$ cat src/verilog/stepper_pkg.sv
`default_nettype none

package stepper_pkg;

  // Q16.16 scale
  localparam int FRAC_BITS = 16;

  typedef logic signed [31:0] angle_t;
  typedef logic [31:0]        scale_t;
  typedef logic [31:0]        step_count_t;
  typedef logic [23:0]        period_t;
  typedef logic [1:0]         cfg_addr_t;

  // Register map
  localparam cfg_addr_t CFG_SCALE        = 2'd0;
  localparam cfg_addr_t CFG_START_PERIOD = 2'd1;
  localparam cfg_addr_t CFG_MIN_PERIOD   = 2'd2;
  localparam cfg_addr_t CFG_ACCEL        = 2'd3;

  // Reset values with a scale of 1.0 step per angle unit
  localparam scale_t  RESET_SCALE        = 32'h0001_0000;
  localparam period_t RESET_START_PERIOD = 24'd200;
  localparam period_t RESET_MIN_PERIOD   = 24'd20;
  localparam period_t RESET_ACCEL        = 24'd10;

  typedef struct packed {
    scale_t  scale;
    period_t start_period;
    period_t min_period;
    period_t accel;
  } motion_cfg_t;

  typedef enum logic [1:0] {
    IDLE,
    ACCEL,
    DECEL
  } profile_state_t;

endpackage

`default_nettype wire
$ cat src/verilog/motion_config.sv
`timescale 1ns/1ps
`default_nettype none

module motion_config (
  input  wire                      clk_i,
  input  wire                      rst_i,
  input  wire                      cfg_wr_i,
  input  wire stepper_pkg::cfg_addr_t   cfg_addr_i,
  input  wire [31:0]               cfg_data_i,
  output stepper_pkg::motion_cfg_t cfg_o
);
  import stepper_pkg::*;

  motion_cfg_t cfg_q;

  // Period fields are only 24 bits wide
  period_t data_period;

  assign data_period = cfg_data_i[23:0];

  always_ff @(posedge clk_i) begin
    if (rst_i) begin
      cfg_q.scale        <= RESET_SCALE;
      cfg_q.start_period <= RESET_START_PERIOD;
      cfg_q.min_period   <= RESET_MIN_PERIOD;
      cfg_q.accel        <= RESET_ACCEL;
    end else if (cfg_wr_i) begin
      unique case (cfg_addr_i)
        CFG_SCALE: begin
          cfg_q.scale <= cfg_data_i;
        end
        CFG_START_PERIOD: begin
          cfg_q.start_period <= data_period;
        end
        CFG_MIN_PERIOD: begin
          cfg_q.min_period <= data_period;
        end
        CFG_ACCEL: begin
          cfg_q.accel <= data_period;
        end
      endcase
    end
  end

  // New values reach the profile logic one cycle after the strobe
  assign cfg_o = cfg_q;

endmodule

`default_nettype wire

$ cat src/verilog/ramp_profile.sv
`timescale 1ns/1ps
`default_nettype none

module ramp_profile (
  input  wire                          clk_i,
  input  wire                          rst_i,
  input  wire stepper_pkg::motion_cfg_t cfg_i,
  input  wire stepper_pkg::step_count_t count_i,
  input  wire                          count_valid_i,
  input  wire                          step_done_i,
  output logic                         load_o,
  output stepper_pkg::period_t         period_o,
  output logic                         busy_o,
  output logic                         done_o
);
  import stepper_pkg::*;

  profile_state_t state_q;
  step_count_t    steps_done_q;
  step_count_t    total_q;
  period_t        period_q;
  period_t        next_period;
  logic           kick_q;
  logic           done_q;

  logic [32:0] step_k;
  logic [33:0] twice_k;
  logic        last_step;
  logic        slow_down;
  logic [24:0] dec_diff;
  logic [24:0] inc_sum;

  // Number of the step that completes on step_done_i, counted from 1
  assign step_k    = {1'b0, steps_done_q} + 33'd1;
  assign twice_k   = {step_k, 1'b0};
  assign last_step = (step_k == {1'b0, total_q});

  // Once past the midpoint the ramp only goes down
  assign slow_down = (state_q == DECEL) || (twice_k > {2'b00, total_q});

  assign dec_diff = {1'b0, period_q} - {1'b0, cfg_i.accel};
  assign inc_sum  = {1'b0, period_q} + {1'b0, cfg_i.accel};

  always_comb begin
    if (slow_down) begin
      // Grow back towards the start period
      if (inc_sum > {1'b0, cfg_i.start_period}) begin
        next_period = cfg_i.start_period;
      end else begin
        next_period = inc_sum[23:0];
      end
    end else begin
      // Shrink, but never below the minimum; also catches underflow
      if (dec_diff[24] || (dec_diff[23:0] < cfg_i.min_period)) begin
        next_period = cfg_i.min_period;
      end else begin
        next_period = dec_diff[23:0];
      end
    end
  end

  // First load comes from the kick register, later ones ride on step_done
  assign load_o   = kick_q || (step_done_i && (state_q != IDLE) && !last_step);
  assign period_o = kick_q ? period_q : next_period;
  assign busy_o   = (state_q != IDLE);
  assign done_o   = done_q;

  always_ff @(posedge clk_i) begin
    if (rst_i) begin
      state_q      <= IDLE;
      steps_done_q <= '0;
      kick_q       <= 1'b0;
      done_q       <= 1'b1;
    end else begin
      kick_q <= 1'b0;
      unique case (state_q)
        IDLE: begin
          // A move of zero steps is dropped here
          if (count_valid_i && (count_i != '0)) begin
            steps_done_q <= '0;
            kick_q       <= 1'b1;
            done_q       <= 1'b0;
            state_q      <= ACCEL;
          end
        end
        ACCEL, DECEL: begin
          if (step_done_i) begin
            steps_done_q <= step_k[31:0];
            if (last_step) begin
              done_q  <= 1'b1;
              state_q <= IDLE;
            end else if (slow_down) begin
              state_q <= DECEL;
            end
          end
        end
        default: begin
          state_q <= IDLE;
        end
      endcase
    end
  end

  // Move length and current period
  always_ff @(posedge clk_i) begin
    if ((state_q == IDLE) && count_valid_i) begin
      total_q  <= count_i;
      period_q <= cfg_i.start_period;
    end else if (step_done_i && (state_q != IDLE)) begin
      period_q <= next_period;
    end
  end

endmodule

`default_nettype wire

$ cat src/verilog/step_count_calc.sv
`timescale 1ns/1ps
`default_nettype none

module step_count_calc (
  input  wire                       clk_i,
  input  wire                       rst_i,
  input  wire                       move_i,
  input  wire stepper_pkg::angle_t  angle_i,
  input  wire stepper_pkg::scale_t  scale_i,
  input  wire                       busy_i,
  output stepper_pkg::step_count_t  count_o,
  output logic                      count_valid_o,
  output logic                      dir_o
);
  import stepper_pkg::*;

  logic [31:0] angle_mag;
  logic [63:0] product;
  logic        accept;

  // Magnitude of the angle; -2^31 still fits as unsigned
  assign angle_mag = angle_i[31] ? 32'(-angle_i) : 32'(angle_i);

  assign product = 64'(angle_mag) * 64'(scale_i);

  // Drop strobes while a move runs or one is already on its way
  assign accept = move_i && !busy_i && !count_valid_o;

  always_ff @(posedge clk_i) begin
    if (rst_i) begin
      count_valid_o <= 1'b0;
      dir_o         <= 1'b0;
    end else begin
      count_valid_o <= accept;
      if (accept) begin
        dir_o <= angle_i[31];
      end
    end
  end

  // Integer part of the Q16.16 product with the fraction truncated
  always_ff @(posedge clk_i) begin
    if (accept) begin
      count_o <= product[FRAC_BITS +: 32];
    end
  end

endmodule

`default_nettype wire

$ cat src/verilog/step_pulse_gen.sv
`timescale 1ns/1ps
`default_nettype none

module step_pulse_gen (
  input  wire                        clk_i,
  input  wire                        rst_i,
  input  wire                        load_i,
  input  wire stepper_pkg::period_t  period_i,
  output logic                       step_o,
  output logic                       step_done_o
);
  import stepper_pkg::*;

  period_t cnt_q;
  logic    armed_q;
  logic    fire;

  // A load at cycle L gives step_o at cycle L + period
  always_comb begin
    fire = 1'b0;
    if (load_i) begin
      // Periods of 0 or 1 fire on the next cycle
      fire = (period_i <= 24'd1);
    end else if (armed_q) begin
      fire = (cnt_q == 24'd1);
    end
  end

  always_ff @(posedge clk_i) begin
    if (rst_i) begin
      armed_q     <= 1'b0;
      step_o      <= 1'b0;
      step_done_o <= 1'b0;
    end else begin
      step_o      <= fire;
      step_done_o <= fire;
      if (load_i) begin
        armed_q <= !fire;
      end else if (fire) begin
        // Stay idle until the next load
        armed_q <= 1'b0;
      end
    end
  end

  always_ff @(posedge clk_i) begin
    if (load_i) begin
      cnt_q <= period_i - 24'd1;
    end else if (armed_q) begin
      cnt_q <= cnt_q - 24'd1;
    end
  end

endmodule

`default_nettype wire

$ cat src/verilog/stepper_axis_top.sv
`timescale 1ns/1ps
`default_nettype none

module stepper_axis_top (
  input  wire                          clk_i,
  input  wire                          rst_i,
  input  wire                          cfg_wr_i,
  input  wire stepper_pkg::cfg_addr_t  cfg_addr_i,
  input  wire [31:0]                   cfg_data_i,
  input  wire                          move_i,
  input  wire stepper_pkg::angle_t     angle_i,
  output wire                          step_o,
  output wire                          dir_o,
  output wire                          done_o
);
  import stepper_pkg::*;

  motion_cfg_t cfg;
  step_count_t count;
  logic        count_valid;
  logic        busy;
  logic        load;
  period_t     period;
  logic        step_done;

  motion_config u_motion_config (
    .clk_i      (clk_i),
    .rst_i      (rst_i),
    .cfg_wr_i   (cfg_wr_i),
    .cfg_addr_i (cfg_addr_i),
    .cfg_data_i (cfg_data_i),
    .cfg_o      (cfg)
  );

  step_count_calc u_step_count_calc (
    .clk_i         (clk_i),
    .rst_i         (rst_i),
    .move_i        (move_i),
    .angle_i       (angle_i),
    .scale_i       (cfg.scale),
    .busy_i        (busy),
    .count_o       (count),
    .count_valid_o (count_valid),
    .dir_o         (dir_o)
  );

  ramp_profile u_ramp_profile (
    .clk_i         (clk_i),
    .rst_i         (rst_i),
    .cfg_i         (cfg),
    .count_i       (count),
    .count_valid_i (count_valid),
    .step_done_i   (step_done),
    .load_o        (load),
    .period_o      (period),
    .busy_o        (busy),
    .done_o        (done_o)
  );

  step_pulse_gen u_step_pulse_gen (
    .clk_i       (clk_i),
    .rst_i       (rst_i),
    .load_i      (load),
    .period_i    (period),
    .step_o      (step_o),
    .step_done_o (step_done)
  );

endmodule

`default_nettype wire

$ cat config.mk
export PLATFORM = sky130hd
export DESIGN_NAME = stepper_axis_top
export DESIGN_NICKNAME = d
export VERILOG_FILES = /design/src/verilog/stepper_pkg.sv /design/src/verilog/motion_config.sv /design/src/verilog/ramp_profile.sv /design/src/verilog/step_count_calc.sv /design/src/verilog/step_pulse_gen.sv /design/src/verilog/stepper_axis_top.sv
export SDC_FILE = /design/constraint.sdc
export NUM_CORES = 2
export LEC_CHECK = 0
export BUFFER_PORTS_ARGS = -buffer_cell sky130_fd_sc_hd__buf_2
export CAP_MARGIN = 20
export CORE_ASPECT_RATIO = 0.7
export CORE_MARGIN = 1
export CORE_UTILIZATION = 44
export CTS_CLUSTER_SIZE = 8
export DETAILED_ROUTE_END_ITERATION = 7
export PLACE_DENSITY = 0.6
export SLEW_MARGIN = 40
export SYNTH_ARGS = -nofsm -noshare
export SYNTH_HDL_FRONTEND = slang
export SYNTH_SLANG_ARGS = --single-unit
export TNS_END_PERCENT = 5
$ cat constraint.sdc
create_clock -name clk_i -period 19.7 [get_ports clk_i]
set_clock_uncertainty 0.2 [all_clocks]
set_input_delay 1.97 -clock clk_i [delete_from_list [all_inputs] [get_ports clk_i]]
set_output_delay 1.97 -clock clk_i [all_outputs]
set_load 0.05 [all_outputs]
==> impl_metrics.yaml <==
run_status:
  status: "complete, but fails checks"
  violations: "design-rule violations"
floorplanning:
  start_util_pct: 44.8
  die_area_sq_um: 104000
  die_w_microns: 385
  die_h_microns: 270
  ioPinCount: 73
  core_sq_um: 101000
  rows: 97
clock_network:
  cts_hold_buf: 0
  htreeDepth: 2
  numCtsBuffers: 38
  cts_root_buffer: "clkbuf_16"
  ctsResizeCount: 0
  cts_buffer_depth: 3
  path_clk_slew_ps: 50
  cts_sinks: 256
  clk_latency_ps: 590
  postCtsSetupBuffers: 0
  cts_tree: "done"
synthesis:
  synth_seq_cells: 256
  ys_seq_area_share_pct: 13.9
  ys.flop_type: "dfxtp_1"
  netlist_area_sq_um: 45100
  synth_edf_count: 112
  synth_fp_nets: 6257
  synthCells: 5099
  avgSynthCellArea_sq_um: 8.84
  ys_types: 102
  ys_async_sr_fraction_pct: 0
  ys_warn_count: 0
global_route:
  track_usage_pct: 28.1
  grt_pass1_wl_mm: 221
  grt_max_degree: 87
  grt_pass1_vias: 35300
  grt_overflow: 0
  antenna_found_initial: 5
timing:
  fin_crit_sh_pct: 59.4
  setup_viol: 0
  max_freq_mhz: 85.5
  final_max_slew_viol_count: 0
  hold_viol_final: 0
  rsz0062_at_grt: "no"
  fin_crit_ps: 11690
  slew_headroom_pct: 36.9
  max_slew.worst_pin.slew_ps: 938
  setup_tns_ps: 0
  fin_ws_ps: 8010
worst_setup_path:
  critPathLaunchType: "primary input"
  cp.arrival_ps: 11820
  crit_slowest_cell: "or4_1"
  cpMostUsedCell: "fa_1"
  crit_start: "angle_i[0]"
  critPathMaxStageDelay_ps: 640
  cp_max_fo: 34
  r2r-start: "u_ramp_profile.period_q[4]"
  crit_required_ps: 19820
  criticalPathCategory: "in -> reg"
  cp-end-kind: "flip-flop"
layout:
  drive_above_1_share_pct: 6.09
  area_delta_synth_final_pct: 6.84
  final_area_sq_um: 48200
  num-nets-final: 6179
  fin_util_pct: 47.8
detailed_routing:
  wl_per_cell_microns: 22.3
  vias: 35100
  drt_iter0_drc: 3386
  vias_per_cell: 5.50
  drt-pass1-iter-count: 8
  route.antenna.remaining_nets: 0
  wl_mm: 143
  drcViolationCount: 6
placed_design:
  post-place-ws_ps: 7550
  dpl.hpwl_mm: 110
  port_buffers: 72
  routabilityCongestion: 0.974
  postPlaceCellArea_sq_um: 46900
run:
  maxCapViolations: 0
pwr:
  power.density_nw_per_um2: 80.4
  clockPowerShare_pct: 17.0
  power_mw: 3.87
  swShare_pct: 48.8
  combPwrFrac_pct: 63.0
  leakage_nw: 22.0
  seq_power_share_pct: 20.1
  ir_drop_mv: 0.0707
  p_switching_mw: 1.89
  internal_power_mw: 1.98
min_path:
  hp-class: "reg -> reg"
  min-delay-start: "u_step_count_calc.count_o[8]"
[per-layer routing]
layer	track usage, %	vias up	share of wire, %
li1	-	15800	-
met1	44.2	17600	48
met3	10.2	143	13
met5	0	-	0.019
met4	4.47	4	1.6
met2	36.5	1568	38
[per-stage QoR]
stage               std cells  hold slack, ps
floorplan                5099             227
global placement         6314             236
detailed placement       6316             234
CTS                      6380             238
global route             6381             250
finish                   6383             236
[kinds of logic after synthesis]
family	Yosys count	synth area share, %
buffers and inverters	1157	9.73
AOI/OAI and AO/OA	621	8.97
xor gates and xnor gates	212	4.14
adders and majority gates	1088	43.2
DFF	256	13.9
muxes	22	0.511
and+or+nand+nor	1743	19.6
[cell usage after synthesis (all sizes together), types with 64 or more instances]
| master | n | area share [%] |
|---|---|---|
| nand2 | 707 | 5.9 |
| fa | 780 | 35 |
| o21ai | 94 | 1.1 |
| edfxtp | 112 | 7.5 |
| nand3 | 72 | 0.85 |
| and2 | 551 | 7.6 |
| ha | 308 | 8.5 |
| nor3 | 64 | 0.76 |
| xnor2 | 162 | 3.2 |
| clkbuf | 243 | 2.0 |
| inv | 879 | 7.3 |
| a21oi | 250 | 2.8 |
| dfxtp | 144 | 6.4 |
| nor2 | 137 | 1.1 |
[power by group through the flow]
stage | clock (mW) | combinational [mW] | sequential, mW
3_3_place_gp | 0 | 2.32 | 0.785
3_5_place_dp | 0 | 2.35 | 0.786
6_report | 0.657 | 2.44 | 0.777
5_1_grt | 0.686 | 2.66 | 0.785
4_1_cts | 0.666 | 2.36 | 0.776
2_1_floorplan | 0 | 1.56 | 0.761
[critical path, delay by kind of cell]
kind	cells	cell delay, ps
adders and majority gates	9	4320
AOI/OAI and AO/OA	9	2500
and+or+nand+nor	7	2030
buffers and inverters	4	480
xor gates and xnor gates	2	460
[sequential cells by signal (all words and copies together) (netlist names), 2 cells and up]
| name | flops |
|---|---|
| u_motion_config.cfg_o | 104 |
| u_ramp_profile.steps_done_q | 32 |
| u_ramp_profile.total_q | 32 |
| u_step_count_calc.count_o | 32 |
| u_ramp_profile.period_q | 24 |
| u_step_pulse_gen.cnt_q | 24 |
| u_ramp_profile.state_q | 2 |
[path summary, 6_finish.rpt]
check | to | slack [ps] | depth (start not counted)
max | u_step_count_calc.count_o[27] | 8010 | 31
min | u_ramp_profile.total_q[8] | 240 | 0
max reg2reg | u_step_pulse_gen.cnt_q[22] | 10000 | 21
min reg2reg | u_ramp_profile.total_q[8] | 240 | 0
[final cells by class]
class	count	area [sq um]
multi-input combinational	3686	34800
clock buffer	60	1050
clock inverter	4	86.3
tap	1336	1670
timing repair buffer	159	1040
inverter	880	3300
antenna	2	5.00
fill	9702	52600
sequential	256	6250
[layout by cell type (no fill, tap or decap), types with 10 or more instances in the layout]
cell type	count
inv_1	876
fa_1	780
nand2_1	705
and2_1	551
ha_1	308
a21oi_1	250
dfxtp_1	141
xnor2_1	135
nor2_1	134
edfxtp_1	112
o21ai_0	88
buf_4	85
buf_2	71
nand3_1	69
nor3_1	61
xor2_1	48
nand4_1	39
clkbuf_16	39
nor4_1	29
xnor2_2	24
a21o_1	24
o21a_1	22
nand2b_1	22
nor2b_1	22
clkbuf_1	21
and3_1	19
o211ai_1	18
o22ai_1	18
or3_1	17
o31a_1	17
o31ai_1	16
a211o_1	16
a211oi_1	15
a31oi_1	14
mux2i_1	14
a22oi_1	14
or4_1	12
or2_2	10
Power figures use the tool's default switching activity.
